## config.mk

```make
export PLATFORM = sky130hd
export DESIGN_NAME = lane_unit
export DESIGN_NICKNAME = d
export VERILOG_FILES = /design/src/lane_pkg.sv /design/src/lane_index_unit.sv /design/src/lane_regfile.sv /design/src/lane_mask_reg.sv /design/src/lane_math_unit.sv /design/src/lane_unit.sv
export SDC_FILE = /design/constraint.sdc
export NUM_CORES = 1
export LEC_CHECK = 0
export BUFFER_PORTS_ARGS = -buffer_cell sky130_fd_sc_hd__buf_2
export CAP_MARGIN = 0
export CELL_PAD_IN_SITES_DETAIL_PLACEMENT = 0
export CELL_PAD_IN_SITES_GLOBAL_PLACEMENT = 1
export CORE_MARGIN = 2
export CORE_UTILIZATION = 30
export CTS_CLUSTER_DIAMETER = 200
export CTS_CLUSTER_SIZE = 8
export DETAILED_ROUTE_END_ITERATION = 16
export PLACE_DENSITY = 0.48
export SYNTH_ARGS = -nofsm -noshare
export SYNTH_HDL_FRONTEND = slang
export SYNTH_SLANG_ARGS = --single-unit
```

## constraint.sdc

```tcl
create_clock -name clock -period 11.5 [get_ports clock]
set_input_delay 1.15 -clock clock [delete_from_list [all_inputs] [get_ports clock]]
set_output_delay 1.15 -clock clock [all_outputs]
set_load 0.005 [all_outputs]
```

## src/lane_pkg.sv

```systemverilog
// Lane package
// Sizes, opcodes and the records that move down the SIMT lane pipeline

package lane_pkg;

	////////////////////////////////////////////////////////////////////////////
	// Sizes
	localparam int DATA_WIDTH   = 16;
	localparam int NUM_REGS     = 16;
	localparam int BANK_REGS    = NUM_REGS / 2;	// Even and odd banks
	localparam int BANK_WIDTH   = $clog2(BANK_REGS);
	localparam int INDEX_WIDTH  = 4;
	localparam int THREAD_WIDTH = 4;
	localparam int NUM_FLAGS    = 4;
	localparam int FLAG_WIDTH   = 2;
	localparam int OPCODE_WIDTH = 3;

	typedef logic [DATA_WIDTH-1:0]   data_t;
	typedef logic [INDEX_WIDTH-1:0]  index_t;
	typedef logic [BANK_WIDTH-1:0]   bank_addr_t;	// Row within one bank
	typedef logic [THREAD_WIDTH-1:0] thread_t;
	typedef logic [FLAG_WIDTH-1:0]   flag_sel_t;
	typedef logic [NUM_FLAGS-1:0]    mask_t;

	// Lane opcodes
	typedef enum logic [OPCODE_WIDTH-1:0] {
		OP_ADD    = 3'd0,
		OP_SUB    = 3'd1,
		OP_MUL    = 3'd2,	// Low half of the product
		OP_AND    = 3'd3,
		OP_OR     = 3'd4,
		OP_XOR    = 3'd5,
		OP_CMP_LT = 3'd6	// Unsigned, result goes to a flag
	} opcode_t;

	////////////////////////////////////////////////////////////////////////////
	// Records
	typedef struct packed {
		index_t index;
		logic   slice;	// Offset by thread ID
	} operand_t;

	typedef struct packed {
		opcode_t   op;
		operand_t  src1;
		operand_t  src2;
		operand_t  dst;
		logic      use_imm;	// imm replaces src2
		data_t     imm;
		logic      masked;	// Predicated on flag
		flag_sel_t flag;
	} command_t;

	// Input record of the math unit
	typedef struct packed {
		logic    valid;
		opcode_t op;
		index_t  dst;
		data_t   src1;
		data_t   src2;
		logic    we;	// Cleared by predication
	} exe_t;

	// Register write-back
	typedef struct packed {
		logic   valid;
		index_t dst;
		data_t  data;
	} wb_t;

endpackage

```

## src/lane_index_unit.sv

```systemverilog
// Lane index unit
// Registers the effective register index of one operand. A sliced operand
// is offset by the thread ID and wraps around the register file.

`timescale 1ns/1ps

module lane_index_unit (
	input  logic                clock,
	input  logic                reset,
	input  logic                valid,
	input  lane_pkg::operand_t  operand,
	input  lane_pkg::thread_t   thread_id,
	output logic                index_valid,
	output lane_pkg::index_t    index
);

	// One spare bit so the wrap is explicit
	logic [lane_pkg::INDEX_WIDTH:0] slice_sum;
	lane_pkg::index_t               eff_index;

	assign slice_sum = operand.index + thread_id;

	always_comb begin
		if (operand.slice) begin
			eff_index = lane_pkg::index_t'(slice_sum % lane_pkg::NUM_REGS);
		end else begin
			eff_index = operand.index;
		end
	end

	// Valid travels with the index
	always_ff @(posedge clock) begin
		if (reset) begin
			index_valid <= 1'b0;
		end else begin
			index_valid <= valid;
		end
	end

	always_ff @(posedge clock) begin
		index <= eff_index;
	end

endmodule

```

## src/lane_regfile.sv

```systemverilog
// Lane register bank
// One bank of the lane register file, two registered read ports and one
// write port. Contents clear on reset.

`timescale 1ns/1ps

module lane_regfile (
	input  logic                  clock,
	input  logic                  reset,
	input  logic                  we,
	input  lane_pkg::bank_addr_t  write_index,
	input  lane_pkg::data_t       write_data,
	input  lane_pkg::bank_addr_t  read_index_a,
	input  lane_pkg::bank_addr_t  read_index_b,
	output lane_pkg::data_t       read_data_a,
	output lane_pkg::data_t       read_data_b
);

	lane_pkg::data_t mem [lane_pkg::BANK_REGS];

	////////////////////////////////////////////////////////////////////////////
	// Write port
	always_ff @(posedge clock) begin
		if (reset) begin
			for (int i = 0; i < lane_pkg::BANK_REGS; i++) begin
				mem[i] <= '0;
			end
		end else if (we) begin
			mem[write_index] <= write_data;
		end
	end

	////////////////////////////////////////////////////////////////////////////
	// Read ports
	// Same-edge write is not seen, old word comes out
	always_ff @(posedge clock) begin
		read_data_a <= mem[read_index_a];
		read_data_b <= mem[read_index_b];
	end

	// Write-back row must be resolved whenever the bank is written
	write_index_known: assert property (
		@(posedge clock) disable iff (reset)
		we |-> !$isunknown(write_index)
	) else $error("lane_regfile: unknown write_index with we high");

endmodule

```

## src/lane_mask_reg.sv

```systemverilog
// Lane mask register
// Condition flags written by compare write-back, read by predication

`timescale 1ns/1ps

module lane_mask_reg (
	input  logic                 clock,
	input  logic                 reset,
	input  logic                 we,
	input  lane_pkg::flag_sel_t  flag,
	input  logic                 cond,
	output lane_pkg::mask_t      mask
);

	lane_pkg::mask_t flags;

	// Only the selected flag changes
	always_ff @(posedge clock) begin
		if (reset) begin
			flags <= '0;
		end else if (we) begin
			flags[flag] <= cond;
		end
	end

	assign mask = flags;	// Combinational read

endmodule

```

## src/lane_math_unit.sv

```systemverilog
// Lane math unit
// Two-stage execution of lane opcodes. Stage one computes the result and
// the compare bit, stage two issues the register or flag write-back.

`timescale 1ns/1ps

module lane_math_unit (
	input  logic                 clock,
	input  logic                 reset,
	input  lane_pkg::exe_t       exe,
	output lane_pkg::wb_t        wb,
	output logic                 flag_we,
	output lane_pkg::flag_sel_t  flag,
	output logic                 cond,
	output logic                 done
);

	logic             is_cmp;
	lane_pkg::data_t  result;

	logic             s1_valid;
	logic             s1_reg_we;	// Register write pending
	logic             s1_flag_we;	// Flag write pending
	lane_pkg::index_t s1_dst;
	lane_pkg::data_t  s1_result;
	logic             s1_cond;

	assign is_cmp = (exe.op == lane_pkg::OP_CMP_LT);

	always_comb begin
		case (exe.op)
			lane_pkg::OP_ADD: result = exe.src1 + exe.src2;
			lane_pkg::OP_SUB: result = exe.src1 - exe.src2;
			lane_pkg::OP_MUL: result = lane_pkg::data_t'(exe.src1 * exe.src2);
			lane_pkg::OP_AND: result = exe.src1 & exe.src2;
			lane_pkg::OP_OR:  result = exe.src1 | exe.src2;
			lane_pkg::OP_XOR: result = exe.src1 ^ exe.src2;
			default:          result = '0;	// Compare writes no register
		endcase
	end

	////////////////////////////////////////////////////////////////////////////
	// Stage one
	always_ff @(posedge clock) begin
		s1_dst    <= exe.dst;
		s1_result <= result;
		s1_cond   <= (exe.src1 < exe.src2);
		if (reset) begin
			s1_valid   <= 1'b0;
			s1_reg_we  <= 1'b0;
			s1_flag_we <= 1'b0;
		end else begin
			s1_valid   <= exe.valid;
			s1_reg_we  <= exe.valid & exe.we & ~is_cmp;
			s1_flag_we <= exe.valid & exe.we & is_cmp;
		end
	end

	////////////////////////////////////////////////////////////////////////////
	// Stage two
	always_ff @(posedge clock) begin
		wb.dst  <= s1_dst;
		wb.data <= s1_result;
		flag    <= s1_dst[lane_pkg::FLAG_WIDTH-1:0];	// Flag number from dst
		cond    <= s1_cond;
		if (reset) begin
			wb.valid <= 1'b0;
			flag_we  <= 1'b0;
			done     <= 1'b0;
		end else begin
			wb.valid <= s1_reg_we;
			flag_we  <= s1_flag_we;
			done     <= s1_valid;	// Masked commands still finish
		end
	end

	// A command writes a register or a flag, never both
	wb_flag_exclusive: assert property (
		@(posedge clock) disable iff (reset)
		!(wb.valid && flag_we)
	) else $error("lane_math_unit: register and flag write together");

	write_implies_done: assert property (
		@(posedge clock) disable iff (reset)
		(wb.valid || flag_we) |-> done
	) else $error("lane_math_unit: write-back without done");

endmodule

```

## src/lane_unit.sv

```systemverilog
// SIMT vector lane
// Captures a command and thread ID, resolves register indices, reads the
// even and odd banks, executes, writes back and raises a commit request.
// Fixed four-cycle latency from command to commit.

`timescale 1ns/1ps

module lane_unit (
	input  logic                clock,
	input  logic                reset,
	input  logic                cmd_valid,
	input  lane_pkg::command_t  command,
	input  lane_pkg::thread_t   thread_id,
	output lane_pkg::wb_t       wb_out,
	output logic                commit,
	output lane_pkg::mask_t     mask_state
);

	// Fields that ride along with the indices
	typedef struct packed {
		lane_pkg::opcode_t   op;
		lane_pkg::data_t     imm;
		logic                masked;
		lane_pkg::flag_sel_t flag;
	} ctrl_t;

	logic               cap_valid;
	lane_pkg::command_t cap_cmd;
	lane_pkg::thread_t  cap_thread;

	logic               src1_valid, src2_valid, dst_valid;
	lane_pkg::index_t   src1_index, src2_index, dst_index;
	logic               idx_valid;
	ctrl_t              idx_ctrl;

	logic               rd_valid;
	ctrl_t              rd_ctrl;
	lane_pkg::index_t   rd_dst;
	logic               rd_sel1, rd_sel2;	// Odd bank selects
	logic               rd_src2_reg;	// src2 comes from a bank

	lane_pkg::data_t    even_a, even_b, odd_a, odd_b;
	lane_pkg::exe_t     exe;
	lane_pkg::wb_t      wb;
	logic               flag_we, cond, done;
	lane_pkg::flag_sel_t wb_flag;

	////////////////////////////////////////////////////////////////////////////
	// Command capture
	always_ff @(posedge clock) begin
		cap_cmd    <= command;
		cap_thread <= thread_id;
		if (reset) begin
			cap_valid <= 1'b0;
		end else begin
			cap_valid <= cmd_valid;
		end
	end

	////////////////////////////////////////////////////////////////////////////
	// Index stage
	lane_index_unit index_src1 (
		.clock(clock), .reset(reset), .valid(cap_valid), .operand(cap_cmd.src1),
		.thread_id(cap_thread), .index_valid(src1_valid), .index(src1_index)
	);

	// No bank read for src2 when the immediate is used
	lane_index_unit index_src2 (
		.clock(clock), .reset(reset), .valid(cap_valid & ~cap_cmd.use_imm),
		.operand(cap_cmd.src2), .thread_id(cap_thread),
		.index_valid(src2_valid), .index(src2_index)
	);

	lane_index_unit index_dst (
		.clock(clock), .reset(reset), .valid(cap_valid), .operand(cap_cmd.dst),
		.thread_id(cap_thread), .index_valid(dst_valid), .index(dst_index)
	);

	assign idx_valid = src1_valid & dst_valid;	// Both follow the capture strobe

	always_ff @(posedge clock) begin
		idx_ctrl <= '{op: cap_cmd.op, imm: cap_cmd.imm, masked: cap_cmd.masked,
			flag: cap_cmd.flag};
	end

	////////////////////////////////////////////////////////////////////////////
	// Bank read and data select
	// Row is index/2, low bit picks the bank; src1 on port a, src2 on port b
	lane_regfile regfile_even (
		.clock(clock), .reset(reset),
		.we(wb.valid & ~wb.dst[0]), .write_index(wb.dst[lane_pkg::INDEX_WIDTH-1:1]),
		.write_data(wb.data),
		.read_index_a(src1_index[lane_pkg::INDEX_WIDTH-1:1]),
		.read_index_b(src2_index[lane_pkg::INDEX_WIDTH-1:1]),
		.read_data_a(even_a), .read_data_b(even_b)
	);

	lane_regfile regfile_odd (
		.clock(clock), .reset(reset),
		.we(wb.valid & wb.dst[0]), .write_index(wb.dst[lane_pkg::INDEX_WIDTH-1:1]),
		.write_data(wb.data),
		.read_index_a(src1_index[lane_pkg::INDEX_WIDTH-1:1]),
		.read_index_b(src2_index[lane_pkg::INDEX_WIDTH-1:1]),
		.read_data_a(odd_a), .read_data_b(odd_b)
	);

	always_ff @(posedge clock) begin
		rd_ctrl     <= idx_ctrl;
		rd_dst      <= dst_index;
		rd_sel1     <= src1_index[0];
		rd_sel2     <= src2_index[0];
		rd_src2_reg <= src2_valid;
		if (reset) begin
			rd_valid <= 1'b0;
		end else begin
			rd_valid <= idx_valid;
		end
	end

	// Predication against the current flags
	assign exe.valid = rd_valid;
	assign exe.op    = rd_ctrl.op;
	assign exe.dst   = rd_dst;
	assign exe.src1  = rd_sel1 ? odd_a : even_a;
	assign exe.src2  = rd_src2_reg ? (rd_sel2 ? odd_b : even_b) : rd_ctrl.imm;
	assign exe.we    = ~rd_ctrl.masked | mask_state[rd_ctrl.flag];

	////////////////////////////////////////////////////////////////////////////
	// Execution, write-back and commit
	lane_math_unit math_unit (
		.clock(clock), .reset(reset), .exe(exe), .wb(wb),
		.flag_we(flag_we), .flag(wb_flag), .cond(cond), .done(done)
	);

	lane_mask_reg mask_reg (
		.clock(clock), .reset(reset), .we(flag_we), .flag(wb_flag),
		.cond(cond), .mask(mask_state)
	);

	assign wb_out = wb;
	assign commit = done;

	// One commit per sampled command, four cycles later
	// Commit rises at the fourth edge and is first sampled at the fifth
	commit_latency: assert property (
		@(posedge clock) disable iff (reset)
		commit == $past(cmd_valid, 5)
	) else $error("lane_unit: commit not four cycles after cmd_valid");

endmodule

```

==> results by group <==
Logic synthesis
  – Synth async-reset ratio: 0%
  – Area share of the largest cell type after synthesis: 30.8%
  – Synth Area in XOR/XNOR: 2.12%
  – Compound-gate portion of the synthesized area: 4.44%
  – Mux contribution to synthesized area: 16.7%
  – Yosys warnings: 0
  – Synthesized cell area: 25000 µm²
  – Area share of and/or/nand/nor cells after synthesis: 11.9%
  – Post-synth top flop: edfxtp_1
  – Largest area contributor in the netlist: edfxtp_1
  – Top cells by area, synth: edfxtp_1, dfxtp_1, mux4_2
  – Post-synth EDFFs: 256
  – Sequential share of the synthesized area: 48.9%
  – Largest family of logic cells by synthesized area: multiplexers
  – Cell count after synthesis: 1952
  – Post-Synth Adder-Cell Area: 12.1%
  – Synth Register Bits: 481
  – Synth cell types: 62
  – Synthesized net count: 2188
  – Synth Area per Inst: 12.8 µm²

Drt
  – Vias/cell: 4.89
  – DR iter-0 viols: 1019
  – DRT Wirelength: 80000 µm
  – First-pass DRT Iterations: 5
  – WL per Instance: 25.4 µm
  – Routed vias: 15400
  – Post-route ant nets: 0
  – DRC viols: 0

CTS
  – Hold Buf Count CTS: 0
  – Cts bufs inserted: 70
  – Post-CTS Resized: 0
  – Root buf cell: clkbuf_16
  – CTS tree: yes
  – Post-CTS setup buffer count: 0
  – Later-pin clock latency in the skew report: 0.63 ns
  – # H-tree levels: 3
  – Max Buffers Root-to-Sink: 3
  – Clk pin slew, worst setup/hold paths: 0.08 ns
  – Clock Sinks: 481

Worst setup path
  – Crit-path cells: buf_4 -> mux2i_1 -> a21o_1 -> inv_1 -> nand2_1 -> fa_1 -> fa_1 -> inv_1 -> ha_1 -> inv_1 -> fa_1 -> fa_1 -> fa_1 -> inv_1 -> ha_1 -> a2111oi_0 -> nor3_1 -> a2111oi_0 -> a21oi_1 -> xnor2_1 -> o221ai_1
  – Slowest Stage Delay on Critical Path: 1.01 ns
  – CP Launch Point: rd_sel2
  – Reg2reg start: rd_sel2
  – Worst path slowest cell: a2111oi_0
  – Cell mode on critical path: fa_1
  – Crit Path Category: register to register
  – Arr. time, crit path: 8.13 ns
  – Crit Path Max Fanout: 16
  – Startpoint Class: register
  – Required time of the critical path: 11.99 ns
  – CP Capture Type: register

Power
  – P_leak: 11.4 nW
  – Reg power frac: 29.1%
  – Gate power share: 45.0%
  – Clock share of power: 25.9%
  – Sw frac: 38.2%
  – Psw: 0.00287 W
  – PwrDens: 263 nW/µm²
  – Pint: 0.00464 W
  – Max IR drop VDD: 0.000253 V

Global route
  – Initial antenna violation count: 2
  – Met3 GRT Util: 3.76%
  – Grt met1 use: 26.6%
  – Largest net degree at the start of global routing: 56
  – Vias in the first global route: 16800
  – M2 GR Usage: 30.1%
  – First-pass GRT wire length: 117000 µm
  – GRT Total Usage: 19.0%
  – Busiest layer in global routing: met2
  – Overflow after GRT: 0

Timing
  – Max Slew Vio Count: 0
  – Max frequency: 131 MHz
  – Worst Skew: 0.0349 ns
  – Crit share post-route: 66.4%
  – Worst setup margin: 3.87 ns
  – Hold slack: 0.304 ns
  – Max_slew headroom: 13.2%
  – RSZ-0062 raised after global routing: no
  – Final hold violations: 0
  – Setup Viol. Count Final: 0
  – Final min period: 7.63 ns
  – Worst Tran Pin Value: 1.27 ns
  – Sum Neg Setup Slack: 0 ns

Final layout
  – Sequential standard cell area: 12200 µm²
  – Fin nets: 2261
  – Share of layout cells above drive strength 1: 21.0%
  – Area Overhead vs Synth: 14.5%
  – Highest-count cells in the layout ignoring fill and taps: and2_1, edfxtp_1, dfxtp_1, inv_1, mux4_2
  – Post-Layout Cell Count: 3145
  – Largest regs: regfile_even.mem x128, regfile_odd.mem x128, cap_cmd x38
  – Multi-input gate area: 11800 µm²
  – Filler instances: 8082
  – Post-route cell area: 28600 µm²

Hold path
  – Worst hold-check path type: register to register
  – Hold_sp: math_unit.s1_result[8]

Place
  – RD Place Congestion: 0.865
  – Port-buffer cells: 70
  – HPWL Detailed: 53100 µm
  – Placed Cells incl. Taps: 3021
  – Placement Cell Area: 26500 µm²
  – Pre-CTS WS: 3.96 ns

Die
  – Die span in y: 292 µm
  – Initial core utilization: 30.3%
  – Die area: 85500 µm²
  – Die Wd: 292 µm
  – Rows: 105
  – Total core area: 82200 µm²
  – I/O pin total: 71

Job
  – Max-cap violations: 0

Outcome
  – Status: finished, final reports clean
[cell usage after synthesis (10+ instances only)]
library cell and count:
dfxtp_1 225, or2_2 17, xnor2_1 40, o21ai_0 36
clkbuf_1 74, nor2b_1 20, mux2i_1 31, nor2_1 119
nand2_1 105, ha_1 106, edfxtp_1 256, xor2_1 10
nor3_1 14, a21o_1 19, fa_1 85, and2_1 256
buf_1 19, mux2_2 81, a21oi_1 41, mux4_2 130
inv_1 143
[metrics by stage]
step	util [%]	total power (W)
final	34.8	0.00751
after global routing	34.7	0.00805
after CTS	34.7	0.00764
after detailed placement	32.3	0.00565
after global placement	32.3	0.00562
after floorplan	-	0.00454
[layer usage]
metal	routed length (µm)	up-vias
li1	-	6988
met1	37600	7902
met2	36300	393
met3	4130	102
met4	1890	0
met5	0	-
[final cells by class]
class	instances	area share, %
antenna	2	0.0175
clock buffer	113	6.77
clock inverter	7	0.359
inverter	148	1.94
multi-input combinational	1221	41.4
sequential	481	42.7
tap	1070	4.68
timing repair buffer	103	2.08
[worst paths after layout]
| kind | end | slack [ns] | depth (start not counted) |
|---|---|---|---|
| setup reg to reg | math_unit.s1_result[14] | 3.87 | 21 |
| hold reg to reg | math_unit.wb[8] | 0.30 | 0 |
| setup / recovery | math_unit.s1_result[14] | 3.87 | 21 |
| hold / removal | math_unit.wb[8] | 0.30 | 0 |
[worst max-delay path: cells and delay by family, from the launching register on]
kind / cells / cell delay, ns
xor gates and xnor gates: 1 / 0.20
AOI/OAI and AO/OA: 5 / 2.87
buffers and inverters: 5 / 0.85
muxes: 1 / 0.25
adders and majority gates: 7 / 2.70
DFF: 1 / 0.30
and+or+nand+nor: 2 / 0.33
[cells by family (layout without fill, tap and decap cells)]
kind of cell,after synthesis,in the layout
compound gates,166,166
xor+xnor,54,54
fa+ha+maj,191,191
buf+inv,250,371
flops,481,481
mux,243,243
other cells,0,2
simple gates,567,567
[power by group through the flow]
stage          clock network, W  registers [W]  logic, W
3_3_place_gp                  0        0.00224   0.00339
6_report                0.00194        0.00219   0.00338
3_5_place_dp                  0        0.00223   0.00341
4_1_cts                 0.00200        0.00220   0.00344
5_1_grt                 0.00206        0.00222   0.00377
2_1_floorplan                 0        0.00206   0.00249
(Power assumes the default switching activity.)
